===== src/source/cache_macros.svh =====
/*
 * L1 data-cache directory geometry
 * Set count, way count and the field widths derived from them
 */
`ifndef CACHE_MACROS_SVH
`define CACHE_MACROS_SVH

// Associativity and set count
`define CACHE_WAYS 4
`define CACHE_SETS 64
`define CACHE_WAY_BITS $clog2(`CACHE_WAYS)

// Address split of a 32-bit byte address
`define CACHE_INDEX_BITS 6
`define CACHE_OFFSET_BITS 6
`define CACHE_TAG_BITS (32 - `CACHE_INDEX_BITS - `CACHE_OFFSET_BITS)

// Line address sent to L2 is tag joined with index
`define CACHE_LINE_BITS (`CACHE_TAG_BITS + `CACHE_INDEX_BITS)

// Statistics counter width
`define CACHE_STAT_BITS 32

`endif


===== src/source/cache_pkg.sv =====
/*
 * Cache directory types
 * Commands, MESI states, L2 operations, address word and bus structs
 */
`include "cache_macros.svh"
`default_nettype none

package cache_pkg;

	// Command codes as issued by the trace source
	typedef enum logic [3:0] {
		CMD_READ       = 4'd0,
		CMD_WRITE      = 4'd1,
		CMD_INVALIDATE = 4'd3,
		CMD_SNOOP      = 4'd4,
		CMD_RESET      = 4'd8
	} cache_cmd_e;

	typedef enum logic [1:0] {
		MESI_INVALID   = 2'd0,
		MESI_SHARED    = 2'd1,
		MESI_EXCLUSIVE = 2'd2,
		MESI_MODIFIED  = 2'd3
	} mesi_e;

	// Requests toward the shared L2
	typedef enum logic [1:0] {
		L2_NONE  = 2'd0,
		L2_READ  = 2'd1,
		L2_WRITE = 2'd2,
		L2_RWITM = 2'd3
	} l2_op_e;

	// Way number, also wide enough for a counter-LRU value
	typedef logic [`CACHE_WAY_BITS-1:0] way_idx_t;

	typedef struct packed {
		logic [`CACHE_TAG_BITS-1:0]    tag;
		logic [`CACHE_INDEX_BITS-1:0]  index;
		logic [`CACHE_OFFSET_BITS-1:0] offset;
	} cache_addr_fields_t;

	// Same 32-bit word seen raw or split into fields
	typedef union packed {
		logic [31:0]        raw;
		cache_addr_fields_t fields;
	} cache_addr_u;

	typedef struct packed {
		logic        valid;
		cache_cmd_e  cmd;
		cache_addr_u addr;
	} cache_req_t;

	typedef struct packed {
		l2_op_e                      op;
		logic [`CACHE_LINE_BITS-1:0] line;
		logic                        evict_valid;
		logic [`CACHE_LINE_BITS-1:0] evict_line;
	} l2_req_t;

	typedef struct packed {
		logic [`CACHE_TAG_BITS-1:0] tag;
		mesi_e                      state;
	} way_state_t;

endpackage

`default_nettype wire


===== src/source/mesi_controller.sv =====
/*
 * MESI controller
 * Per-command state transition, target way choice and L2 request
 */
`include "cache_macros.svh"
`timescale 1ns/100ps
`default_nettype none

module mesi_controller (
	input  cache_pkg::cache_req_t                   req,
	input  cache_pkg::way_state_t [`CACHE_WAYS-1:0] set_state,
	input  logic                                    hit,
	input  cache_pkg::way_idx_t                     hit_way,
	input  logic                                    invalid_found,
	input  cache_pkg::way_idx_t                     invalid_way,
	input  cache_pkg::way_idx_t                     victim_way,
	output cache_pkg::way_idx_t                     target_way,
	output logic                                    write_en,
	output cache_pkg::way_state_t                   next_state,
	output logic                                    touch,
	output cache_pkg::l2_req_t                      l2_next,
	output logic                                    is_hit,
	output logic                                    is_miss
);

	cache_pkg::way_state_t       cur;
	logic [`CACHE_LINE_BITS-1:0] req_line;
	logic [`CACHE_LINE_BITS-1:0] victim_line;

	// Hit way first, else a free way, else the LRU victim
	assign target_way = hit ? hit_way : (invalid_found ? invalid_way : victim_way);
	assign cur        = set_state[target_way];

	assign req_line    = req.addr.raw[31 -: `CACHE_LINE_BITS];
	assign victim_line = {cur.tag, req.addr.fields.index};

	//////////////////////////////
	// Command table
	//////////////////////////////
	always_comb
	begin
		write_en   = 1'b0;
		next_state = cur;
		touch      = 1'b0;
		l2_next    = '0;
		is_hit     = 1'b0;
		is_miss    = 1'b0;

		if (req.valid)
		begin
			case (req.cmd)
				cache_pkg::CMD_READ:
				begin
					touch = 1'b1;
					if (hit)
						is_hit = 1'b1;
					else
					begin
						// Fill as Shared, write back a dirty victim
						is_miss          = 1'b1;
						write_en         = 1'b1;
						next_state.tag   = req.addr.fields.tag;
						next_state.state = cache_pkg::MESI_SHARED;
						l2_next.op       = cache_pkg::L2_READ;
						l2_next.line     = req_line;
						if (cur.state == cache_pkg::MESI_MODIFIED)
						begin
							l2_next.evict_valid = 1'b1;
							l2_next.evict_line  = victim_line;
						end
					end
				end

				cache_pkg::CMD_WRITE:
				begin
					touch    = 1'b1;
					write_en = 1'b1;
					if (hit)
					begin
						is_hit = 1'b1;
						if (cur.state == cache_pkg::MESI_SHARED)
						begin
							// First write goes through to L2
							next_state.state = cache_pkg::MESI_EXCLUSIVE;
							l2_next.op       = cache_pkg::L2_WRITE;
							l2_next.line     = req_line;
						end
						else
							next_state.state = cache_pkg::MESI_MODIFIED;
					end
					else
					begin
						is_miss          = 1'b1;
						next_state.tag   = req.addr.fields.tag;
						next_state.state = cache_pkg::MESI_MODIFIED;
						l2_next.op       = cache_pkg::L2_RWITM;
						l2_next.line     = req_line;
						if (cur.state == cache_pkg::MESI_MODIFIED)
						begin
							l2_next.evict_valid = 1'b1;
							l2_next.evict_line  = victim_line;
						end
					end
				end

				cache_pkg::CMD_INVALIDATE:
				begin
					if (hit)
					begin
						touch            = 1'b1;
						write_en         = 1'b1;
						next_state.state = cache_pkg::MESI_INVALID;
						if (cur.state == cache_pkg::MESI_MODIFIED)
						begin
							l2_next.op   = cache_pkg::L2_WRITE;
							l2_next.line = req_line;
						end
					end
				end

				cache_pkg::CMD_SNOOP:
				begin
					if (hit)
					begin
						touch = 1'b1;
						// Owned copy is returned and demoted
						if (cur.state == cache_pkg::MESI_EXCLUSIVE ||
							cur.state == cache_pkg::MESI_MODIFIED)
						begin
							write_en         = 1'b1;
							next_state.state = cache_pkg::MESI_SHARED;
							l2_next.op       = cache_pkg::L2_WRITE;
							l2_next.line     = req_line;
						end
					end
				end

				// Reset is handled as a clear in the top level
				default:
				begin
				end
			endcase
		end
	end

endmodule

`default_nettype wire


===== config.mk =====
export PLATFORM = sky130hd
export DESIGN_NAME = mesi_controller
export DESIGN_NICKNAME = d
export VERILOG_FILES = /design/src/source/cache_pkg.sv /design/src/source/mesi_controller.sv
export VERILOG_INCLUDE_DIRS = /design/src /design/src/source
export SDC_FILE = /design/constraint.sdc
export NUM_CORES = 1
export LEC_CHECK = 0
export BUFFER_PORTS_ARGS = -buffer_cell sky130_fd_sc_hd__buf_4
export CAP_MARGIN = 20
export CORE_AREA = 3 3 83 85
export DETAILED_ROUTE_END_ITERATION = 6
export DIE_AREA = 0 0 86 88
export PLACE_DENSITY_LB_ADDON = 0.08
export SETUP_SLACK_MARGIN = 0.3
export SYNTH_ARGS = -nofsm -noshare
export SYNTH_HDL_FRONTEND = slang
export SYNTH_SLANG_ARGS = --single-unit

===== constraint.sdc =====
create_clock -name vclk -period 1.2
set_input_delay 0 -clock vclk [all_inputs]
set_output_delay 0 -clock vclk [all_outputs]
set_load 0.01 [all_outputs]

== Word level (Yosys, flattened, before mapping) ==
Index checks and enable logic that the tools add are counted.

* Register bits: 0
* Output and inout port bits: 83
* Logic and storage cells: 49

* Magnitude comparators: 1
* Equal/unequal tests: 6
* Multiplexer cells: 38
* Reduce and logical (&&, ||, !) cells: 4

{| class="wikitable"
|+ Operators by type and width
! operator !! number
|-
| $mux 28 || 6
|-
| $pmux 28 s4 || 1
|-
| $mux 22 || 3
|-
| $mux 55 || 1
|-
| $mux 27 || 2
|-
| $mux 54 || 1
|-
| $pmux 27 s2 || 1
|-
| $bmux 22 s2 || 1
|-
| $pmux 20 s2 || 1
|-
| $mux 20 || 1
|-
| $mux 1 || 12
|-
| $mux 2 || 5
|-
| $pmux 2 s4 || 1
|-
| $eq 2x2->1 const B || 2
|-
| $eq 4x1->1 const B || 1
|-
| $eq 4x2->1 const B || 1
|-
| $eq 4x3->1 const B || 1
|-
| $logic_not 4->1 || 1
|-
| $pmux 1 s4 || 1
|-
| $reduce_or 2->1 || 2
|-
| $lt 2x3->1 const B || 1
|-
| $eq 2x1->1 const B || 1
|-
| $pmux 1 s2 || 1
|-
| $logic_or 1x1->1 || 1
|}

== Longest topological paths before layout ==
Gate-level depths: netlist of run 1.

* Word-level depth: 10
* Mapped depth: 8
* Mapped depth without buffers: 6

== Worst setup path after synthesis of run 1 ==
Ideal clock, no wire load.

* Path kind: input port to output port
* Start: input port hit_way[0]
* End: output port l2_next[33] (netlist name)
* Arrival: 1387 ps
* Slack: -187 ps
* Stages on the path: 6
* Path buffers: 1
* Cell sequence: mux4_2 nand2_1 and3_1 nand3_2 buf_6 a31oi_1

{| class="wikitable"
|+ RTL lines
! element !! line !! text
|-
| start: declaration || mesi_controller.sv:13 || <nowiki>input cache_pkg::way_idx_t hit_way,</nowiki>
|-
| end: declaration || mesi_controller.sv:21 || <nowiki>output cache_pkg::l2_req_t l2_next,</nowiki>
|}

==> results of run 1 <==
[synthesized netlist by cell type]
master / number / area (µm²)
nand4_4: 1 / 21.27
nor2b_1: 10 / 62.56
a22oi_1: 2 / 15.01
o31ai_4: 1 / 21.27
nor2b_2: 12 / 105.1
o211ai_2: 1 / 12.51
buf_2: 4 / 20.02
nor3_1: 1 / 5.000
mux2i_1: 2 / 20.02
a211oi_1: 3 / 22.52
o211ai_1: 2 / 15.01
inv_1: 31 / 116.4
a31o_2: 1 / 8.760
a31oi_1: 30 / 187.7
buf_4: 2 / 15.01
nor3b_2: 1 / 12.51
mux4_2: 22 / 495.5
and2_1: 2 / 12.51
and3b_1: 2 / 17.52
o21a_2: 1 / 8.760
o21ai_0: 24 / 120.1
nand3_1: 3 / 15.01
nor2_1: 16 / 60.06
clkbuf_1: 6 / 22.52
nand3_2: 1 / 10.01
a21oi_1: 3 / 15.01
buf_6: 6 / 67.56
buf_1: 1 / 3.750
nor3b_1: 1 / 7.510
and3_1: 2 / 12.51
nand2_1: 26 / 97.59
mux2_2: 2 / 22.52
nand2b_1: 1 / 6.260
inv_4: 1 / 6.260
[metrics by stage]
step / cells / power (µW) / hold slack, ps
after floorplan: 224 / 683.5 / 103.4
after global placement: 534 / 1392 / 330.7
after detailed placement: 534 / 1413 / 328.3
after CTS: 545 / 1638 / 329.7
after global routing: 554 / 1899 / 365.5
final: 554 / 1786 / 334.7
[final cells by class]
type               instances  area, µm²
repair buffers           272       2502
fillers                  465       1645
multi-input cells        173       1901
well taps                 77      96.34
inverters                 32      132.6
[power by group through the flow]
stage / registers, µW / logic [µW] / clock network (µW)
3_3_place_gp: 0 / 1390 / 0
4_1_cts: 0 / 1640 / 0
5_1_grt: 0 / 1900 / 0
2_1_floorplan: 0 / 684 / 0
6_report: 0 / 1790 / 0
3_5_place_dp: 0 / 1410 / 0
[metal layers]
metal,up-vias,track usage (%),part of all wire (%)
li1,1330,-,-
met1,1317,25.95,35
met2,134,47.72,57
met3,15,3.198,6.3
met4,0,2.158,1.6
met5,-,0,0
[worst max-delay path, cell delays in order]
cell and delay [ps]:
buf_8 100, buf_4 120, mux2i_2 150, a31oi_2 250
a211oi_2 110, buf_4 150, o31ai_4 260, buf_12 230
a31oi_2 110, buf_4 170
[what timing repair did]
action	4_1_cts	5_1_grt
resized for setup	48	84
setup buffers	7	6
hold buffers	0	0
gates cloned	4	3
pin swaps	10	15
endpoints found under the setup margin	82	82
[worst min path at each step]
stage          startpoint  slack (ps)           to
3_3_place_gp       req[9]         330   l2_next[3]
3_5_place_dp       req[9]         330   l2_next[3]
2_1_floorplan     req[12]         100  l2_next[33]
5_1_grt            req[9]         370   l2_next[3]
4_1_cts            req[9]         330   l2_next[3]
6_report           req[9]         330   l2_next[3]
[logic make-up (layout without fill, tap and decap cells)]
logic type      Yosys count  after routing  share of synthesized area, %
buf+inv                  51            304                         15.13
mux                      26             26                         32.38
simple gates             79             79                         26.81
compound gates           68             68                         25.68
==> results.md, run 1 <==
* Min-delay worst type: in -> out
* Core area at 0.006277 mm²
* Worst Path Max Fanout at 26
* Clock power share at 0%
* Cell count after synthesis at 224
* Antenna violations before repair at 0
* Row cnt at 29
* Die ar. at 0.007568 mm²
* Logic gate share of total power at 100.0%
* Hold depth at 4
* Seq_cells at 0
* Critical path class: in -> out
* Crit path capture: l2_next[40]
* Drt drc at 0
* # diodes at 0
* Post-DP HPWL at 7.446 mm
* Net Sw Power at 697.7 µW
* Lkg Pwr at approximately 0.0023 µW
* Unrepaired setup endpoints after global routing: true
* GR Util All Layers at between 20% and 30%
* Antenna viol nets, final at 0
* Final WS setup at -484.4 ps
* Mean post-synth cell area at between 7 and 8 µm²
* Int Pwr at approximately 1100 µW
* Finished Cell Area at roughly 0.0046 mm²
* Flop pwr share at 0%
* Input/output buffers at 210
* Synth unique cells at 34
* Sequential share of the synthesized area at 0%
* Failing checks: negative setup slack
* Wire per inst at around 19 µm
* Iter 0 DRT Violations at slightly above 80
* Max-cap violation count at 0
* Commonest non-fill, non-tap cell in the layout: buf_4
* Sw frac at between 30 and 40%
* Worst Tran Pin Value at approximately 300 ps
* Dpl ws at -490.8 ps
* Routability cong. at 0.8625
* Worst VDD drop at 262.4 µV
* Post-Route WL at around 10 mm
* Die Y at 88 µm
* Clkbuf count at 0
* FF/Latch Area at 0 µm²
* FMAX at ~590 MHz
* Net Count, Synth at ~360
* Number of global-route vias before repair at around 2700
* PwrDens at roughly 390 mW/mm²
* Crit end category: output pin
* Mapped Area at 0.001662 mm²
* Vias after detailed routing at about 2800
* Worst Setup SP: invalid_found
* Fin crit share at 140.4%
* Share of post-route cells with drive strength above 1 at about four fifths
* Synthesis Warnings at 0
* Top Ports at between 200 and 250
* Final Hold Fails at 0
* Area grow syn2layout at 178.8%
* CP Launch Type: input port
* Largest net degree at the start of global routing at 27
* Most frequent cells in the layout: buf_4 (203), buf_6 (50), inv_1 (27)
* First-pass GRT wire length at approximately 14 mm
* TNS Setup at -32250 ps
* Setup violations, final at between 70 and 80
* Vias/cell at slightly above 5
* Worst path required time at ~1200 ps
* # nets final at slightly above 600
* Drt first pass iters at 4
* Tmin final at about 1700 ps
* Fin util at between 70% and 80%
* Total grt overflow at 0
* Status: finished with violations
* Final Max Slew Viols at 0
* Width of the die at around 86 µm
* Critical path data arrival time at around 1700 ps
* Worst slew margin at about four fifths
* Initial Util at a little over a quarter
* Placed inst area at approximately 0.0039 mm²
Power figures use the tool's default switching activity.
==> run 2, diff against run 1 <==
--- a/config.mk
+++ b/config.mk
@@ -8,9 +8,11 @@
 export LEC_CHECK = 0
 export BUFFER_PORTS_ARGS = -buffer_cell sky130_fd_sc_hd__buf_4
 export CAP_MARGIN = 20
-export CORE_AREA = 3 3 83 85
+export CELL_PAD_IN_SITES_DETAIL_PLACEMENT = 0
+export CELL_PAD_IN_SITES_GLOBAL_PLACEMENT = 1
+export CORE_MARGIN = 3
+export CORE_UTILIZATION = 18
 export DETAILED_ROUTE_END_ITERATION = 6
-export DIE_AREA = 0 0 86 88
 export PLACE_DENSITY_LB_ADDON = 0.08
 export SETUP_SLACK_MARGIN = 0.3
 export SYNTH_ARGS = -nofsm -noshare
==> run 2 against run 1 <==
Compared with the run above:
- the flow still finishes with violations (negative setup slack)
- count of clock-buffer cells in the layout did not move
- die area is 38% higher
- setup slack better by 62 ps
- non-clock buffer count rose by 3
- sequential share of layout area unchanged
- routed wire length down 3.5%
- first-iteration DRC count down 57%
- fmax is 3.8% higher
- combinational power shrank 9%
- critical path depth fell by 1
- critical path type unchanged
- critical endpoint is now next_state[1]
- largest cell class unchanged
- largest power group unchanged
==> results.md, run 2 (synthesis gave the netlist of run 1 again) <==
* Status: finished with violations
* Failing checks: negative setup slack
* Final WS setup at -422.7 ps
* Number of global-route vias before repair at ~2800
* TNS Setup at -27950 ps
* GR Util All Layers at between 15 and 20%
* # nets final at 615
* PwrDens at about 350 mW/mm²
* Die ar. at between 0.01 and 0.015 mm²
* Fin crit share at 135.2%
* Input/output buffers at 210
* Worst Path Max Fanout at 4
* Hold depth at 4
* Iter 0 DRT Violations at 36
* Setup violations, final at 77
* Antenna violations before repair at 0
* First-pass GRT wire length at approximately 14 mm
* Top Ports at 216
* Wire per inst at 16.86 µm
* Critical path data arrival time at ~1600 ps
* Width of the die at 102.1 µm
* Crit end category: output pin
* Largest net degree at the start of global routing at 21
* Hold Path End: l2_next[4]
* Area grow syn2layout at 183.0%
* Critical path class: in -> out
* Post-Route WL at about 9.9 mm
* Total grt overflow at 0
* Worst path required time at about 1200 ps
* # diodes at 0
* Drt first pass iters at 4
* Final non-filler cell total at around 600
* Core area at between 0.008 and 0.009 mm²
* Routability cong. at 0.7697
* Max-cap violation count at 0
* Tmin final at approximately 1600 ps
* Share of post-route cells with drive strength above 1 at between 80% and 90%
* Row cnt at 34
* Drt drc at 0
* Most frequent cells in the layout: buf_4 (203), buf_6 (57), inv_1 (27)
* FMAX at approximately 600 MHz
* Worst min-delay path startpoint: req[10]
* Worst VDD drop at 200.4 µV
* Post-DP HPWL at 7.912 mm
* Finished Cell Area at about 0.0047 mm²
* Placed insts at about 570
* Worst Tran Pin Value at 291.7 ps
* Worst hold margin at around 330 ps
* Seq_cells at 0
* Initial Util at a little under a fifth
* Die Y at about 100 µm
* Vias after detailed routing at around 2800
* Vias/cell at 4.711
* FF/Latch Area at 0 µm²
* Lkg Pwr at 0.002206 µW
* Unrepaired setup endpoints after global routing: true
* Final Hold Fails at 0
* Placed inst area at slightly below 0.004 mm²
* Clkbuf count at 0
* Antenna viol nets, final at 0
* Commonest non-fill, non-tap cell in the layout: buf_4
* Final Max Slew Viols at 0
* Dpl ws at -487.5 ps
* Worst slew margin at 80.17%
* CP Launch Type: input port
* Min-delay worst type: in -> out
## run 2: report_power, final
group	switching [µW]	internal [µW]	leakage, µW
combinational	655	970	0.00221
clock	0	0	0
sequential	0	0	0
total	655	970	0.00221
## run 2: layout make-up
class              instances  area (µm²)
fillers                  817        4146
inverters                 32       131.4
multi-input cells        173        1959
well taps                108       135.1
repair buffers           275        2476
## run 2: worst max-delay path by stage
stage / startpoint / to / cells after the start
after floorplan: hit_way[0] / l2_next[33] / 6
after global placement: hit / l2_next[32] / 8
after detailed placement: invalid_found / l2_next[14] / 8
after CTS: invalid_found / l2_next[12] / 9
after global routing: invalid_found / next_state[1] / 9
final: invalid_found / next_state[1] / 9
## run 2: critical path: stages
cell     delay, ps
buf_8          100
mux2i_1        120
o21a_2         230
inv_4           90
mux4_2         560
buf_4          170
a21oi_2        130
o21ai_1         70
buf_4          150
## run 2: repair_timing
item,4_1_cts,5_1_grt
hold buffers,0,0
gates resized for setup,87,45
buffers inserted,9,2
setup endpoints to repair,81,82
endpoints found under the hold margin,0,0
cloned,2,2
pin swaps,25,18
## run 2: through the flow
| step | utilization (%) | total power (µW) |
|---|---|---|
| 6_report | 53.14 | 1624 |
| 5_1_grt | 53.14 | 1755 |
| 4_1_cts | 49.39 | 1575 |
| 3_5_place_dp | 44.41 | 1425 |
| 3_3_place_gp | 44.41 | 1421 |
| 2_1_floorplan | - | 683.5 |
## run 2: metal layers
layer  part of all wire [%]  vias up  GRT usage (%)
li1                       -     1340              -
met1                     38     1295          20.12
met2                     54      133          34.13
met3                    7.9        2          2.526
met4                   0.34        0          1.211
met5                      0        -              0
